### config.mk
export PLATFORM = sky130hd
export DESIGN_NAME = mrelbp_ci_r6
export DESIGN_NICKNAME = d
export VERILOG_FILES = /design/src/verilog/ci_data_pkg.sv /design/src/verilog/ci_geom_pkg.sv /design/src/verilog/mrelbp_ci_r6.sv /design/src/verilog/r6_ci_result.sv /design/src/verilog/r6_mean_div.sv /design/src/verilog/r6_scan_decode.sv /design/src/verilog/r6_window_sum.sv
export SDC_FILE = /design/constraint.sdc
export NUM_CORES = 1
export LEC_CHECK = 0
export ABC_AREA = 0
export BUFFER_PORTS_ARGS = -buffer_cell sky130_fd_sc_hd__buf_4
export CORE_UTILIZATION = 30
export CTS_CLUSTER_DIAMETER = 80
export DETAILED_ROUTE_END_ITERATION = 12
export HOLD_SLACK_MARGIN = 0.03
export PLACE_DENSITY = 0.58
export SLEW_MARGIN = 5
export SYNTH_ARGS = -nofsm -noshare
export SYNTH_HDL_FRONTEND = slang
export SYNTH_SLANG_ARGS = --single-unit
### constraint.sdc
create_clock -name clk -period 22.1 [get_ports clk]
set_clock_uncertainty 0.1 [all_clocks]
set_input_delay 4.42 -clock clk [delete_from_list [all_inputs] [get_ports clk]]
set_output_delay 4.42 -clock clk [all_outputs]
set_load 0.01 [all_outputs]
### src/verilog/ci_data_pkg.sv
package ci_data_pkg;

    localparam int PIX_W   = 8;
    localparam int LOCAL_W = 12; // 13 * 255 fits
    localparam int ACC_W   = 16; // 9 interior positions at full scale
    localparam int POS_W   = 5;  // dimensions up to 31

    typedef logic [PIX_W-1:0]   pix_t;
    typedef logic [LOCAL_W-1:0] local_t;
    typedef logic [ACC_W-1:0]   acc_t;

    // mu can never exceed the largest local value
    typedef logic [LOCAL_W-1:0] mean_t;
    typedef logic [LOCAL_W-1:0] rem_t;

    typedef logic [POS_W-1:0]   pos_t;

endpackage

### src/verilog/ci_geom_pkg.sv
package ci_geom_pkg;

    // default frame size
    localparam int DEF_ROWS = 15;
    localparam int DEF_COLS = 15;

    // MRELBP radius 6 window, interior starts this far from every edge
    localparam int WIN_RADIUS = 6;

    localparam int NUM_SAMPLES = 13; // smoothing samples per beat

endpackage

### src/verilog/mrelbp_ci_r6.sv
`timescale 1ns/1ps

module mrelbp_ci_r6 #(
    parameter int ROWS = ci_geom_pkg::DEF_ROWS,
    parameter int COLS = ci_geom_pkg::DEF_COLS
) (
    input  logic              clk,
    input  logic              rst,
    input  logic              start_i,
    input  logic              pix_valid_i,
    input  ci_data_pkg::pix_t sample_1_i,
    input  ci_data_pkg::pix_t sample_2_i,
    input  ci_data_pkg::pix_t sample_3_i,
    input  ci_data_pkg::pix_t sample_4_i,
    input  ci_data_pkg::pix_t sample_5_i,
    input  ci_data_pkg::pix_t sample_6_i,
    input  ci_data_pkg::pix_t sample_7_i,
    input  ci_data_pkg::pix_t sample_8_i,
    input  ci_data_pkg::pix_t sample_9_i,
    input  ci_data_pkg::pix_t sample_10_i,
    input  ci_data_pkg::pix_t sample_11_i,
    input  ci_data_pkg::pix_t sample_12_i,
    input  ci_data_pkg::pix_t sample_13_i,
    output logic              ci_o,
    output logic              ci_valid_o,
    output logic              done_o,
    output logic              progress_done_o
);
    import ci_data_pkg::*;

    logic   pos_interior;
    logic   learn;
    logic   classify;
    logic   learn_end;
    logic   local_valid;
    local_t local_val;
    acc_t   acc;
    mean_t  mu;
    rem_t   rem;

    // decode
    r6_scan_decode #(
        .ROWS(ROWS),
        .COLS(COLS)
    ) r6_scan_decode_inst (
        .clk            (clk),
        .rst            (rst),
        .start_i        (start_i),
        .pix_valid_i    (pix_valid_i),
        .div_done_i     (done_o),
        .pos_interior_o (pos_interior),
        .learn_o        (learn),
        .classify_o     (classify),
        .learn_end_o    (learn_end)
    );

    // execute
    r6_window_sum r6_window_sum_inst (
        .clk            (clk),
        .rst            (rst),
        .start_i        (start_i),
        .pix_valid_i    (pix_valid_i),
        .pos_interior_i (pos_interior),
        .learn_i        (learn),
        .sample_1_i     (sample_1_i),
        .sample_2_i     (sample_2_i),
        .sample_3_i     (sample_3_i),
        .sample_4_i     (sample_4_i),
        .sample_5_i     (sample_5_i),
        .sample_6_i     (sample_6_i),
        .sample_7_i     (sample_7_i),
        .sample_8_i     (sample_8_i),
        .sample_9_i     (sample_9_i),
        .sample_10_i    (sample_10_i),
        .sample_11_i    (sample_11_i),
        .sample_12_i    (sample_12_i),
        .sample_13_i    (sample_13_i),
        .local_o        (local_val),
        .local_valid_o  (local_valid),
        .acc_o          (acc)
    );

    r6_mean_div #(
        .ROWS(ROWS),
        .COLS(COLS)
    ) r6_mean_div_inst (
        .clk             (clk),
        .rst             (rst),
        .start_i         (start_i),
        .learn_end_i     (learn_end),
        .acc_i           (acc),
        .mu_o            (mu),
        .rem_o           (rem),
        .done_o          (done_o),
        .progress_done_o (progress_done_o)
    );

    // result
    r6_ci_result r6_ci_result_inst (
        .clk           (clk),
        .rst           (rst),
        .classify_i    (classify),
        .local_valid_i (local_valid),
        .local_i       (local_val),
        .mu_i          (mu),
        .rem_i         (rem),
        .ci_o          (ci_o),
        .ci_valid_o    (ci_valid_o)
    );

endmodule

### src/verilog/r6_ci_result.sv
`timescale 1ns/1ps

module r6_ci_result (
    input  logic               clk,
    input  logic               rst,
    input  logic               classify_i,
    input  logic               local_valid_i,
    input  ci_data_pkg::local_t local_i,
    input  ci_data_pkg::mean_t  mu_i,
    input  ci_data_pkg::rem_t   rem_i,
    output logic               ci_o,
    output logic               ci_valid_o
);
    logic take;
    logic above;

    assign take = classify_i && local_valid_i;

    // ties count as above only for an exact mean
    assign above = (local_i > mu_i) || ((local_i == mu_i) && (rem_i == '0));

    always_ff @(posedge clk) begin
        if (rst) begin
            ci_o       <= 1'b0;
            ci_valid_o <= 1'b0;
        end else begin
            ci_valid_o <= take;
            ci_o       <= take && above; // low between results
        end
    end

endmodule

### src/verilog/r6_mean_div.sv
`timescale 1ns/1ps

module r6_mean_div #(
    parameter int ROWS = 15,
    parameter int COLS = 15
) (
    input  logic                clk,
    input  logic                rst,
    input  logic                start_i,
    input  logic                learn_end_i,
    input  ci_data_pkg::acc_t   acc_i,
    output ci_data_pkg::mean_t  mu_o,
    output ci_data_pkg::rem_t   rem_o,
    output logic                done_o,
    output logic                progress_done_o
);
    import ci_geom_pkg::*;
    import ci_data_pkg::*;

    localparam int INTERIOR = (ROWS - 2 * WIN_RADIUS) * (COLS - 2 * WIN_RADIUS);
    localparam logic [ACC_W:0] DIVISOR = (ACC_W + 1)'(INTERIOR);
    localparam int CNT_W = $clog2(ACC_W);
    localparam logic [CNT_W-1:0] LAST_STEP = CNT_W'(ACC_W - 1);

    logic             armed;
    logic             busy;
    logic             launch;
    logic [CNT_W-1:0] step_cnt;
    acc_t             quo;
    acc_t             part;   // partial remainder
    logic [ACC_W:0]   trial;
    logic             fits;
    acc_t             part_next;
    acc_t             quo_next;

    assign launch = progress_done_o && armed && !busy;

    // one restoring step
    assign trial     = {part, quo[ACC_W-1]};
    assign fits      = (trial >= DIVISOR);
    assign part_next = fits ? acc_t'(trial - DIVISOR) : acc_t'(trial);
    assign quo_next  = {quo[ACC_W-2:0], fits};

    always_ff @(posedge clk) begin
        if (rst) begin
            progress_done_o <= 1'b0;
            armed           <= 1'b0;
            busy            <= 1'b0;
            step_cnt        <= '0;
            done_o          <= 1'b0;
        end else begin
            progress_done_o <= learn_end_i;
            done_o          <= 1'b0;
            if (start_i) begin
                armed <= 1'b1;
            end
            if (launch) begin
                busy     <= 1'b1;
                armed    <= 1'b0;
                step_cnt <= '0;
            end else if (busy) begin
                step_cnt <= step_cnt + 1'b1;
                if (step_cnt == LAST_STEP) begin
                    busy   <= 1'b0;
                    done_o <= 1'b1;
                end
            end
        end
    end

    always_ff @(posedge clk) begin
        if (launch) begin
            quo  <= acc_i; // total is complete one cycle after the last beat
            part <= '0;
        end else if (busy) begin
            quo  <= quo_next;
            part <= part_next;
            if (step_cnt == LAST_STEP) begin
                mu_o  <= mean_t'(quo_next);
                rem_o <= rem_t'(part_next);
            end
        end
    end

endmodule

### src/verilog/r6_scan_decode.sv
`timescale 1ns/1ps

module r6_scan_decode #(
    parameter int ROWS = 15,
    parameter int COLS = 15
) (
    input  logic clk,
    input  logic rst,
    input  logic start_i,
    input  logic pix_valid_i,
    input  logic div_done_i,
    output logic pos_interior_o,
    output logic learn_o,
    output logic classify_o,
    output logic learn_end_o
);
    import ci_geom_pkg::*;
    import ci_data_pkg::*;

    typedef enum logic [1:0] {
        ST_IDLE,
        ST_LEARN,
        ST_WAIT,     // divider running
        ST_CLASSIFY
    } pass_t;

    localparam pos_t LAST_ROW = pos_t'(ROWS - 1);
    localparam pos_t LAST_COL = pos_t'(COLS - 1);
    localparam pos_t EDGE_LO  = pos_t'(WIN_RADIUS);
    localparam pos_t ROW_HI   = pos_t'(ROWS - 1 - WIN_RADIUS);
    localparam pos_t COL_HI   = pos_t'(COLS - 1 - WIN_RADIUS);

    pass_t state;
    pos_t  row;
    pos_t  col;
    logic  active;
    logic  step;
    logic  last_beat;

    assign active    = (state == ST_LEARN) || (state == ST_CLASSIFY);
    assign step      = active && pix_valid_i;
    assign last_beat = (row == LAST_ROW) && (col == LAST_COL);

    // raster position of the current beat
    always_ff @(posedge clk) begin
        if (rst || start_i) begin
            row <= '0;
            col <= '0;
        end else if (step) begin
            if (last_beat) begin
                row <= '0;
                col <= '0;
            end else if (col == LAST_COL) begin
                col <= '0;
                row <= row + 1'b1;
            end else begin
                col <= col + 1'b1;
            end
        end
    end

    always_ff @(posedge clk) begin
        if (rst) begin
            state <= ST_IDLE;
        end else if (start_i) begin
            state <= ST_LEARN; // restart from any pass
        end else begin
            case (state)
                ST_LEARN:    if (step && last_beat) state <= ST_WAIT;
                ST_WAIT:     if (div_done_i) state <= ST_CLASSIFY;
                ST_CLASSIFY: if (step && last_beat) state <= ST_IDLE;
                default:     state <= state;
            endcase
        end
    end

    assign learn_o     = (state == ST_LEARN);
    assign classify_o  = (state == ST_CLASSIFY);
    assign learn_end_o = learn_o && step && last_beat;

    assign pos_interior_o = active &&
                            (row >= EDGE_LO) && (row <= ROW_HI) &&
                            (col >= EDGE_LO) && (col <= COL_HI);

endmodule

### src/verilog/r6_window_sum.sv
`timescale 1ns/1ps

module r6_window_sum (
    input  logic                clk,
    input  logic                rst,
    input  logic                start_i,
    input  logic                pix_valid_i,
    input  logic                pos_interior_i,
    input  logic                learn_i,
    input  ci_data_pkg::pix_t   sample_1_i,
    input  ci_data_pkg::pix_t   sample_2_i,
    input  ci_data_pkg::pix_t   sample_3_i,
    input  ci_data_pkg::pix_t   sample_4_i,
    input  ci_data_pkg::pix_t   sample_5_i,
    input  ci_data_pkg::pix_t   sample_6_i,
    input  ci_data_pkg::pix_t   sample_7_i,
    input  ci_data_pkg::pix_t   sample_8_i,
    input  ci_data_pkg::pix_t   sample_9_i,
    input  ci_data_pkg::pix_t   sample_10_i,
    input  ci_data_pkg::pix_t   sample_11_i,
    input  ci_data_pkg::pix_t   sample_12_i,
    input  ci_data_pkg::pix_t   sample_13_i,
    output ci_data_pkg::local_t local_o,
    output logic                local_valid_o,
    output ci_data_pkg::acc_t   acc_o
);
    import ci_geom_pkg::*;
    import ci_data_pkg::*;

    pix_t   samples [NUM_SAMPLES];
    local_t sum_c;
    logic   take;

    assign samples = '{sample_1_i, sample_2_i, sample_3_i, sample_4_i,
                       sample_5_i, sample_6_i, sample_7_i, sample_8_i,
                       sample_9_i, sample_10_i, sample_11_i, sample_12_i,
                       sample_13_i};

    always_comb begin
        sum_c = '0;
        for (int i = 0; i < NUM_SAMPLES; i++) begin
            sum_c = sum_c + local_t'(samples[i]);
        end
    end

    assign take = pix_valid_i && pos_interior_i;

    always_ff @(posedge clk) begin
        if (take) begin
            local_o <= sum_c;
        end
    end

    always_ff @(posedge clk) begin
        if (rst) begin
            local_valid_o <= 1'b0;
            acc_o         <= '0;
        end else begin
            local_valid_o <= take;
            if (start_i) begin
                acc_o <= '0;
            end else if (take && learn_i) begin
                acc_o <= acc_o + acc_t'(sum_c); // same edge as local_o
            end
        end
    end

endmodule

==> results of run 1 <==
[metal layers]
metal,share of wire (%),up-vias,track usage (%)
met5,0,-,0
met3,2.1,14,1.27
met1,45,2612,15.6
met2,51,70,20.7
met4,1.4,0,4.16
li1,-,2695,-
[cell usage in the layout, fill, tap and decap left out, drive strengths merged, types with 5 or more instances in the layout]
cell,n
a211o,5
a211oi,9
a21o,14
a21oi,39
a22o,16
and3,6
buf,113
clkbuf,9
dfxtp,55
edfxtp,52
fa,80
ha,59
inv,119
mux2,16
nand2,53
nand2b,5
nand3,11
nand3b,5
nand4,7
nor2,38
nor3,14
nor4,8
o21ai,17
xnor2,27
xor2,6
[worst max-delay path, delay by kind of cell]
kind            cells  cell delay, ns
fa+ha+maj           9            3.68
simple gates        4            0.48
compound gates      9            2.12
buf+inv             5            0.32
xor+xnor            2            0.35
[worst paths after layout]
path,startpoint,to,slack (ns)
worst max-delay path,sample_1_i[0],r6_window_sum_inst.acc_o[15],10.92
worst min-delay path,r6_mean_div_inst.quo[4],r6_mean_div_inst.mu_o[5],0.35
worst max register to register,r6_window_sum_inst.acc_o[0],r6_window_sum_inst.acc_o[14],19.51
worst min register to register,r6_mean_div_inst.quo[4],r6_mean_div_inst.mu_o[5],0.35
[cell type report]
cell class              count  area share, %
multi-input cells         488           49.7
flip-flops and latches    107           28.8
repair buffers            113           9.19
inverters                 116           4.72
well taps                 330           4.47
clock buffers               9           2.44
clock inverters             7          0.664
[cells by family after synthesis]
logic type      Yosys count  synth area share (%)
simple gates            169                  11.2
fa+ha+maj               139                  30.2
buf+inv                 130                  6.34
compound gates          127                  11.2
flops                   107                  34.4
xor+xnor                 33                  3.74
mux                      20                  2.85
[flip-flops by register name, summed over array words and instances (netlist names), 2 cells and up]
| register | count |
|---|---|
| r6_mean_div_inst.quo | 16 |
| r6_window_sum_inst.local_o | 12 |
| r6_mean_div_inst.mu_o | 12 |
| r6_mean_div_inst.step_cnt | 4 |
| r6_scan_decode_inst.state | 2 |
| r6_window_sum_inst.acc_o | 16 |
| r6_scan_decode_inst.col | 5 |
| r6_mean_div_inst.rem_o | 12 |
| r6_mean_div_inst.part | 16 |
| r6_scan_decode_inst.row | 5 |
[stage by stage]
stage	cell area [µm²]	setup slack, ns
5_1_grt	9230	10.27
3_3_place_gp	8950	10.70
3_5_place_dp	8950	10.49
2_1_floorplan	7740	11.19
4_1_cts	9230	10.86
6_report	9230	10.92
==> impl_metrics.py, run 1 <==
metrics = {
    "run_status": {
        "status": "finished clean",
    },
    "cells_and_area": {
        "drive_gt1_share_pct": 18.6,
        "diodes": 0,
        "area_growth_pct": 19.3,
        "layout.nets": 1082,
        "finalNonFillerCells": 1170,
        "multiInputGateArea_um2": 4590,
        "fill_cells": 2534,
        "regArea_um2": 2660,
        "postLayoutCoreUtil_pct": 36.6,
    },
    "clock_network": {
        "clockBufferDepth": 2,
        "clk_pin_slew_worst_paths_ns": 0.08,
        "postCtsSetupBuffers": 0,
        "cts_buffers": 9,
        "cts.sinks": 107,
        "clk_latency_ns": 0.35,
        "post_cts_resize_count": 0,
        "cts_tree": "yes",
        "ctsHoldBuffers": 0,
        "cts_max_level": 3,
        "clock-root-buffer": "clkbuf_16",
    },
    "sta": {
        "period_share_pct": 50.6,
        "setup_viol": 0,
        "hold_violations": 0,
        "drv_slew": 0,
        "tightest_slew_ns": 0.874,
        "setup_tns_ns": 0,
        "fin_hold_ws_ns": 0.352,
        "max_freq_ghz": 0.0895,
        "relSlewSlack_pct": 41.6,
        "grt_setup_unrepaired": "false",
        "period_needed_ns": 11.18,
    },
    "critical_path": {
        "crit_path_frequent_cell": "fa_1",
        "path_class": "in -> reg",
        "worstPathMaxFanout": 5,
        "cp-end-kind": "register",
        "cp_data_required_time_ns": 22.29,
        "critPathSlowestCell": "fa_1",
        "max_stage_delay_ns": 0.56,
        "ff2ff_path_depth": 8,
        "worst_setup_path_start_kind": "input port",
        "cp.arrival_ns": 11.37,
    },
    "logic_synthesis": {
        "postSynthAreaPerCell_um2": 10.7,
        "ys_seq_elements": 107,
        "async_flop_share_pct": 0,
        "ys.flop_type": "dfxtp_1",
        "yosys.area.top_type": "fa_1",
        "ys_seq_area_share_pct": 34.4,
        "synthesis.nets": 972,
        "yosysMostFrequentCell": "inv_1",
        "syn_area_um2": 7740,
        "ys_types": 55,
        "synth_commonest_cells": "inv_1, fa_1, ha_1",
        "ys_warn_count": 0,
        "synth_top_area_share_pct": 20.7,
        "syn-instance-count": 725,
        "synth_edf_count": 52,
        "synthTopCellsByArea": "fa_1, edfxtp_1, dfxtp_1",
    },
    "floorplanning": {
        "num_rows": 58,
        "dieHeight_um": 163,
        "core_um2": 25300,
        "die_w_um": 163,
        "start_util_pct": 30.6,
        "io_pins": 112,
        "die_area_um2": 26400,
    },
    "routing": {
        "via_per_inst": 4.61,
        "ant_nets": 0,
        "drtPass1Iterations": 4,
        "num_vias": 5391,
        "routed_wl_um": 15200,
        "drtIter0Drc": 218,
        "drc_errors": 0,
        "routedWlPerCell_um": 13.0,
    },
    "global_routing": {
        "grt_pass1_vias": 5473,
        "antenna_found_initial": 0,
        "grt_max_degree": 26,
        "grt_use_total_pct": 12.0,
        "grt_pass1_wl_um": 25700,
        "grt-ovfl-total": 0,
    },
    "placement": {
        "hpwlAfterDp_um": 12300,
        "port_buffers": 111,
        "place_inst": 1154,
        "place.gp.congestion": 0.765,
    },
    "flow_run": {
        "max_cap_violations": 0,
    },
    "min_path": {
        "hp-class": "reg -> reg",
        "hold_depth": 0,
    },
}
Power of run 1 is not shown: default switching activity piles up to over one toggle a cycle in this logic, so the estimate is an artifact.
==> run 2: changes to the inputs <==
--- a/config.mk
+++ b/config.mk
@@ -11,7 +11,7 @@
 export CTS_CLUSTER_DIAMETER = 80
 export DETAILED_ROUTE_END_ITERATION = 12
 export HOLD_SLACK_MARGIN = 0.03
-export PLACE_DENSITY = 0.58
+export PLACE_DENSITY = 0.6
 export SLEW_MARGIN = 5
 export SYNTH_ARGS = -nofsm -noshare
 export SYNTH_HDL_FRONTEND = slang
==> constraint.sdc (replaced) <==
create_clock -name clk -period 9.6 [get_ports clk]
set_clock_uncertainty 0.1 [all_clocks]
set_input_delay 1.92 -clock clk [delete_from_list [all_inputs] [get_ports clk]]
set_output_delay 1.92 -clock clk [all_outputs]
set_load 0.01 [all_outputs]
==> impl_metrics.py, run 2 (synthesis gave the netlist of run 1 again) <==
metrics = {
    "run_status": {
        "status": "finished clean",
    },
    "routing": {
        "ant_nets": 0,
        "drtPass1Iterations": 4,
        "num_vias": 5398,
        "via_per_inst": 4.61,
        "routed_wl_um": 14800,
        "routedWlPerCell_um": 12.7,
        "wl_met1_um": 6610,
        "drtIter0Drc": 299,
        "maxUsedRoutingLayer": "met4",
        "dr_wl_met2_um": 7570,
        "wl_met3_um": 404,
        "drc_errors": 0,
    },
    "placement": {
        "place.gp.congestion": 0.755,
        "place_inst": 1154,
        "hpwlAfterDp_um": 12100,
        "port_buffers": 111,
    },
    "critical_path": {
        "max_stage_delay_ns": 0.54,
        "path_class": "in -> reg",
        "critPathSlowestCell": "fa_1",
        "cp_data_required_time_ns": 9.72,
        "worstPathMaxFanout": 5,
        "cp-end-kind": "register",
        "crit_path_frequent_cell": "fa_1",
        "cp.arrival_ns": 8.77,
        "ff2ff_path_depth": 8,
        "worst_setup_path_start_kind": "input port",
    },
    "min_path": {
        "hold_depth": 0,
        "hp-class": "reg -> reg",
    },
    "global_routing": {
        "grt_pass1_wl_um": 24800,
        "antenna_found_initial": 0,
        "grt-ovfl-total": 0,
        "grt_use_total_pct": 11.6,
        "grt_pass1_vias": 5355,
        "grt_max_degree": 26,
    },
    "clock_network": {
        "clk_latency_ns": 0.35,
        "clockBufferDepth": 2,
        "cts_buffers": 9,
        "cts.sinks": 107,
        "cts_tree": "yes",
        "postCtsSetupBuffers": 0,
        "ctsHoldBuffers": 0,
        "cts_max_level": 3,
        "post_cts_resize_count": 0,
        "clk_pin_slew_worst_paths_ns": 0.07,
        "clock-root-buffer": "clkbuf_16",
    },
    "cells_and_area": {
        "finalNonFillerCells": 1170,
        "drive_gt1_share_pct": 18.5,
        "reg_top3": "r6_mean_div_inst.part: 16 flops, r6_mean_div_inst.quo: 16 flops, r6_window_sum_inst.acc_o: 16 flops",
        "area_growth_pct": 19.8,
        "final_common_cell": "inv_1",
        "most-common-layout-cells": "inv_1, buf_4, fa_1, ha_1, dfxtp_1",
        "layout.nets": 1082,
        "diodes": 0,
    },
    "flow_run": {
        "max_cap_violations": 0,
    },
    "floorplanning": {
        "io_pins": 112,
        "start_util_pct": 30.6,
        "die_w_um": 163,
        "dieHeight_um": 163,
        "num_rows": 58,
        "die_area_um2": 26400,
        "core_um2": 25300,
    },
    "sta": {
        "setup_tns_ns": 0,
        "period_share_pct": 90.1,
        "hold_violations": 0,
        "grt_setup_unrepaired": "false",
        "period_needed_ns": 8.65,
        "max_freq_ghz": 0.116,
        "setup_viol": 0,
        "relSlewSlack_pct": 37.9,
        "drv_slew": 0,
        "tightest_slew_ns": 0.929,
    },
}
run 2: cell count changes in the layout (fill, tap and decap cells not counted), sizes merged:
cell	delta
bufinv	+2
clkinv	-2
run 2: worst paths after layout:
| path | startpoint | to | slack [ns] |
|---|---|---|---|
| worst min-delay path | r6_mean_div_inst.quo[4] | r6_mean_div_inst.mu_o[5] | 0.34 |
| worst max register to register | r6_window_sum_inst.acc_o[0] | r6_window_sum_inst.acc_o[14] | 7.07 |
| worst min register to register | r6_mean_div_inst.quo[4] | r6_mean_div_inst.mu_o[5] | 0.34 |
| worst max-delay path | sample_1_i[0] | r6_window_sum_inst.acc_o[13] | 0.95 |
run 2: area by class of cell:
type	count	area, µm²
fillers	2568	16000
multi-input cells	488	4590
flip-flops and latches	107	2660
repair buffers	113	848
inverters	116	435
well taps	330	413
clock buffers	9	225
clock inverters	7	97.6
run 2: through the flow:
stage | util, % | hold WS, ns | setup slack (ns) | instance area [µm²]
2_1_floorplan | - | 0.320 | 1.19 | 7740
3_3_place_gp | 35.4 | 0.328 | 0.700 | 8950
3_5_place_dp | 35.4 | 0.330 | 0.574 | 8950
4_1_cts | 36.7 | 0.343 | 0.943 | 9270
5_1_grt | 36.7 | 0.364 | 0.376 | 9270
6_report | 36.7 | 0.344 | 0.948 | 9270
run 2: worst max-delay path, delay by kind of cell:
family / cells / cell delay [ns]
buffers and inverters: 5 / 0.33
AND/OR/NAND/NOR: 5 / 0.68
AO/OA/AOI/OAI: 8 / 1.85
XOR/XNOR: 2 / 0.34
adder cells (fa/ha/maj): 9 / 3.64
run 2: per-layer routing:
layer | track usage (%) | vias up
met5 | 0 | -
met4 | 4.33 | 0
met3 | 1.63 | 15
met2 | 20.2 | 69
met1 | 14.6 | 2619
li1 | - | 2695
Power of run 2 is left out for the same reason.
==> run 3: changes to the inputs <==
--- a/config.mk
+++ b/config.mk
@@ -11,7 +11,7 @@
 export CTS_CLUSTER_DIAMETER = 80
 export DETAILED_ROUTE_END_ITERATION = 12
 export HOLD_SLACK_MARGIN = 0.03
-export PLACE_DENSITY = 0.6
+export PLACE_DENSITY = 0.58
 export SLEW_MARGIN = 5
 export SYNTH_ARGS = -nofsm -noshare
 export SYNTH_HDL_FRONTEND = slang
==> constraint.sdc (replaced) <==
create_clock -name clk -period 10.8 [get_ports clk]
set_clock_uncertainty 0.1 [all_clocks]
set_input_delay 2.16 -clock clk [delete_from_list [all_inputs] [get_ports clk]]
set_output_delay 2.16 -clock clk [all_outputs]
set_load 0.01 [all_outputs]
==> impl_metrics.py, run 3 (synthesis gave the netlist of run 1 again) <==
metrics = {
    "global_routing": {
        "antenna_found_initial": 0,
        "grt_pass1_wl_um": 25600,
        "grt_max_degree": 26,
        "grt_use_total_pct": 12.0,
        "grt_pass1_vias": 5465,
        "grt-ovfl-total": 0,
    },
    "flow_run": {
        "max_cap_violations": 0,
    },
    "critical_path": {
        "r2r_setup_slack_ns": 8.18,
        "crit_path_frequent_cell": "fa_1",
        "cp.arrival_ns": 9.05,
        "worstPathMaxFanout": 4,
        "critPathSlowestCell": "o41ai_1",
        "worst_setup_path_start_kind": "input port",
        "max_stage_delay_ns": 0.55,
        "worstReg2RegStart": "r6_window_sum_inst.acc_o[0]",
        "path_class": "in -> reg",
        "cp_data_required_time_ns": 10.97,
        "ff2ff_path_depth": 8,
        "worstReg2RegEnd": "r6_window_sum_inst.acc_o[14]",
        "cp-end-kind": "register",
    },
    "min_path": {
        "hold_depth": 0,
        "hp-class": "reg -> reg",
        "hp-start": "r6_mean_div_inst.quo[4]",
        "worstHoldEndpoint": "r6_mean_div_inst.mu_o[5]",
    },
    "sta": {
        "period_share_pct": 82.3,
        "setup_viol": 0,
        "finalWorstSetupSlack_ns": 1.92,
        "drv_slew": 0,
        "grt_setup_unrepaired": "false",
        "max_freq_ghz": 0.113,
        "hold_violations": 0,
        "relSlewSlack_pct": 40.5,
        "setup_tns_ns": 0,
        "period_needed_ns": 8.88,
        "tightest_slew_ns": 0.889,
    },
    "routing": {
        "via_per_inst": 4.60,
        "drtIter0Drc": 308,
        "drtPass1Iterations": 5,
        "drc_errors": 0,
        "ant_nets": 0,
        "routedWlPerCell_um": 12.8,
        "routed_wl_um": 15000,
        "num_vias": 5384,
    },
    "placement": {
        "pre_cts_slack_ns": 1.56,
        "port_buffers": 111,
        "hpwlAfterDp_um": 12300,
        "place.gp.congestion": 0.768,
    },
    "clock_network": {
        "cts_buffers": 9,
        "clockBufferDepth": 2,
        "clock-root-buffer": "clkbuf_16",
        "clk_pin_slew_worst_paths_ns": 0.07,
        "clk_latency_ns": 0.34,
        "ctsHoldBuffers": 0,
        "cts_tree": "yes",
        "postCtsSetupBuffers": 0,
        "post_cts_resize_count": 0,
        "cts.sinks": 107,
        "cts_max_level": 3,
    },
    "floorplanning": {
        "dieHeight_um": 163,
        "die_w_um": 163,
        "num_rows": 58,
        "start_util_pct": 30.6,
        "core_um2": 25300,
        "io_pins": 112,
        "die_area_um2": 26400,
    },
    "cells_and_area": {
        "final_common_cell": "inv_1",
        "layout.nets": 1082,
        "reg_top3": "r6_mean_div_inst.part: 16 flops, r6_mean_div_inst.quo: 16 flops, r6_window_sum_inst.acc_o: 16 flops",
        "drive_gt1_share_pct": 18.6,
        "diodes": 0,
        "most-common-layout-cells": "inv_1, buf_4, fa_1, ha_1, dfxtp_1",
        "area_growth_pct": 20.0,
        "postLayoutCoreUtil_pct": 36.8,
    },
    "run_status": {
        "status": "finished clean",
    },
}
## run 3: worst max-delay path by stage
stage	endpoint	from	slack, ns	depth (start not counted)
finish	r6_window_sum_inst.acc_o[15]	sample_1_i[1]	1.92	26
global route	r6_window_sum_inst.acc_o[15]	sample_1_i[1]	1.42	26
floorplan	r6_window_sum_inst.acc_o[15]	sample_1_i[0]	2.15	25
global placement	r6_window_sum_inst.acc_o[15]	sample_1_i[0]	1.67	29
detailed placement	r6_window_sum_inst.acc_o[15]	sample_1_i[0]	1.56	26
CTS	r6_window_sum_inst.acc_o[15]	sample_1_i[0]	1.92	26
## run 3: final cells by class
| cell class | instances | area (µm²) |
|---|---|---|
| fillers | 2552 | 16000 |
| multi-input cells | 488 | 4590 |
| flip-flops and latches | 107 | 2660 |
| repair buffers | 113 | 848 |
| inverters | 116 | 435 |
| well taps | 330 | 413 |
| clock buffers | 12 | 278 |
| clock inverters | 4 | 58.8 |
## run 3: critical path, delay by kind of cell
family                   cells  cell delay (ns)
AO/OA/AOI/OAI                9             2.30
XOR/XNOR                     2             0.35
adder cells (fa/ha/maj)      8             3.53
buffers and inverters        3             0.21
AND/OR/NAND/NOR              4             0.50
## run 3: layer usage
metal	up-vias	wire length, µm	global-route usage [%]
li1	2691	-	-
met1	2609	6900	15.9
met2	69	7560	20.4
met3	15	296	1.43
met4	0	206	3.48
met5	-	0	0
## run 3: metrics by stage
step,cells,area [µm²],hold WS [ns]
after floorplan,725,7740,0.320
after global placement,1154,8950,0.329
after detailed placement,1154,8950,0.338
after CTS,1170,9280,0.354
after global routing,1170,9280,0.367
final,1170,9280,0.352
Power of run 3 is left out for the same reason.
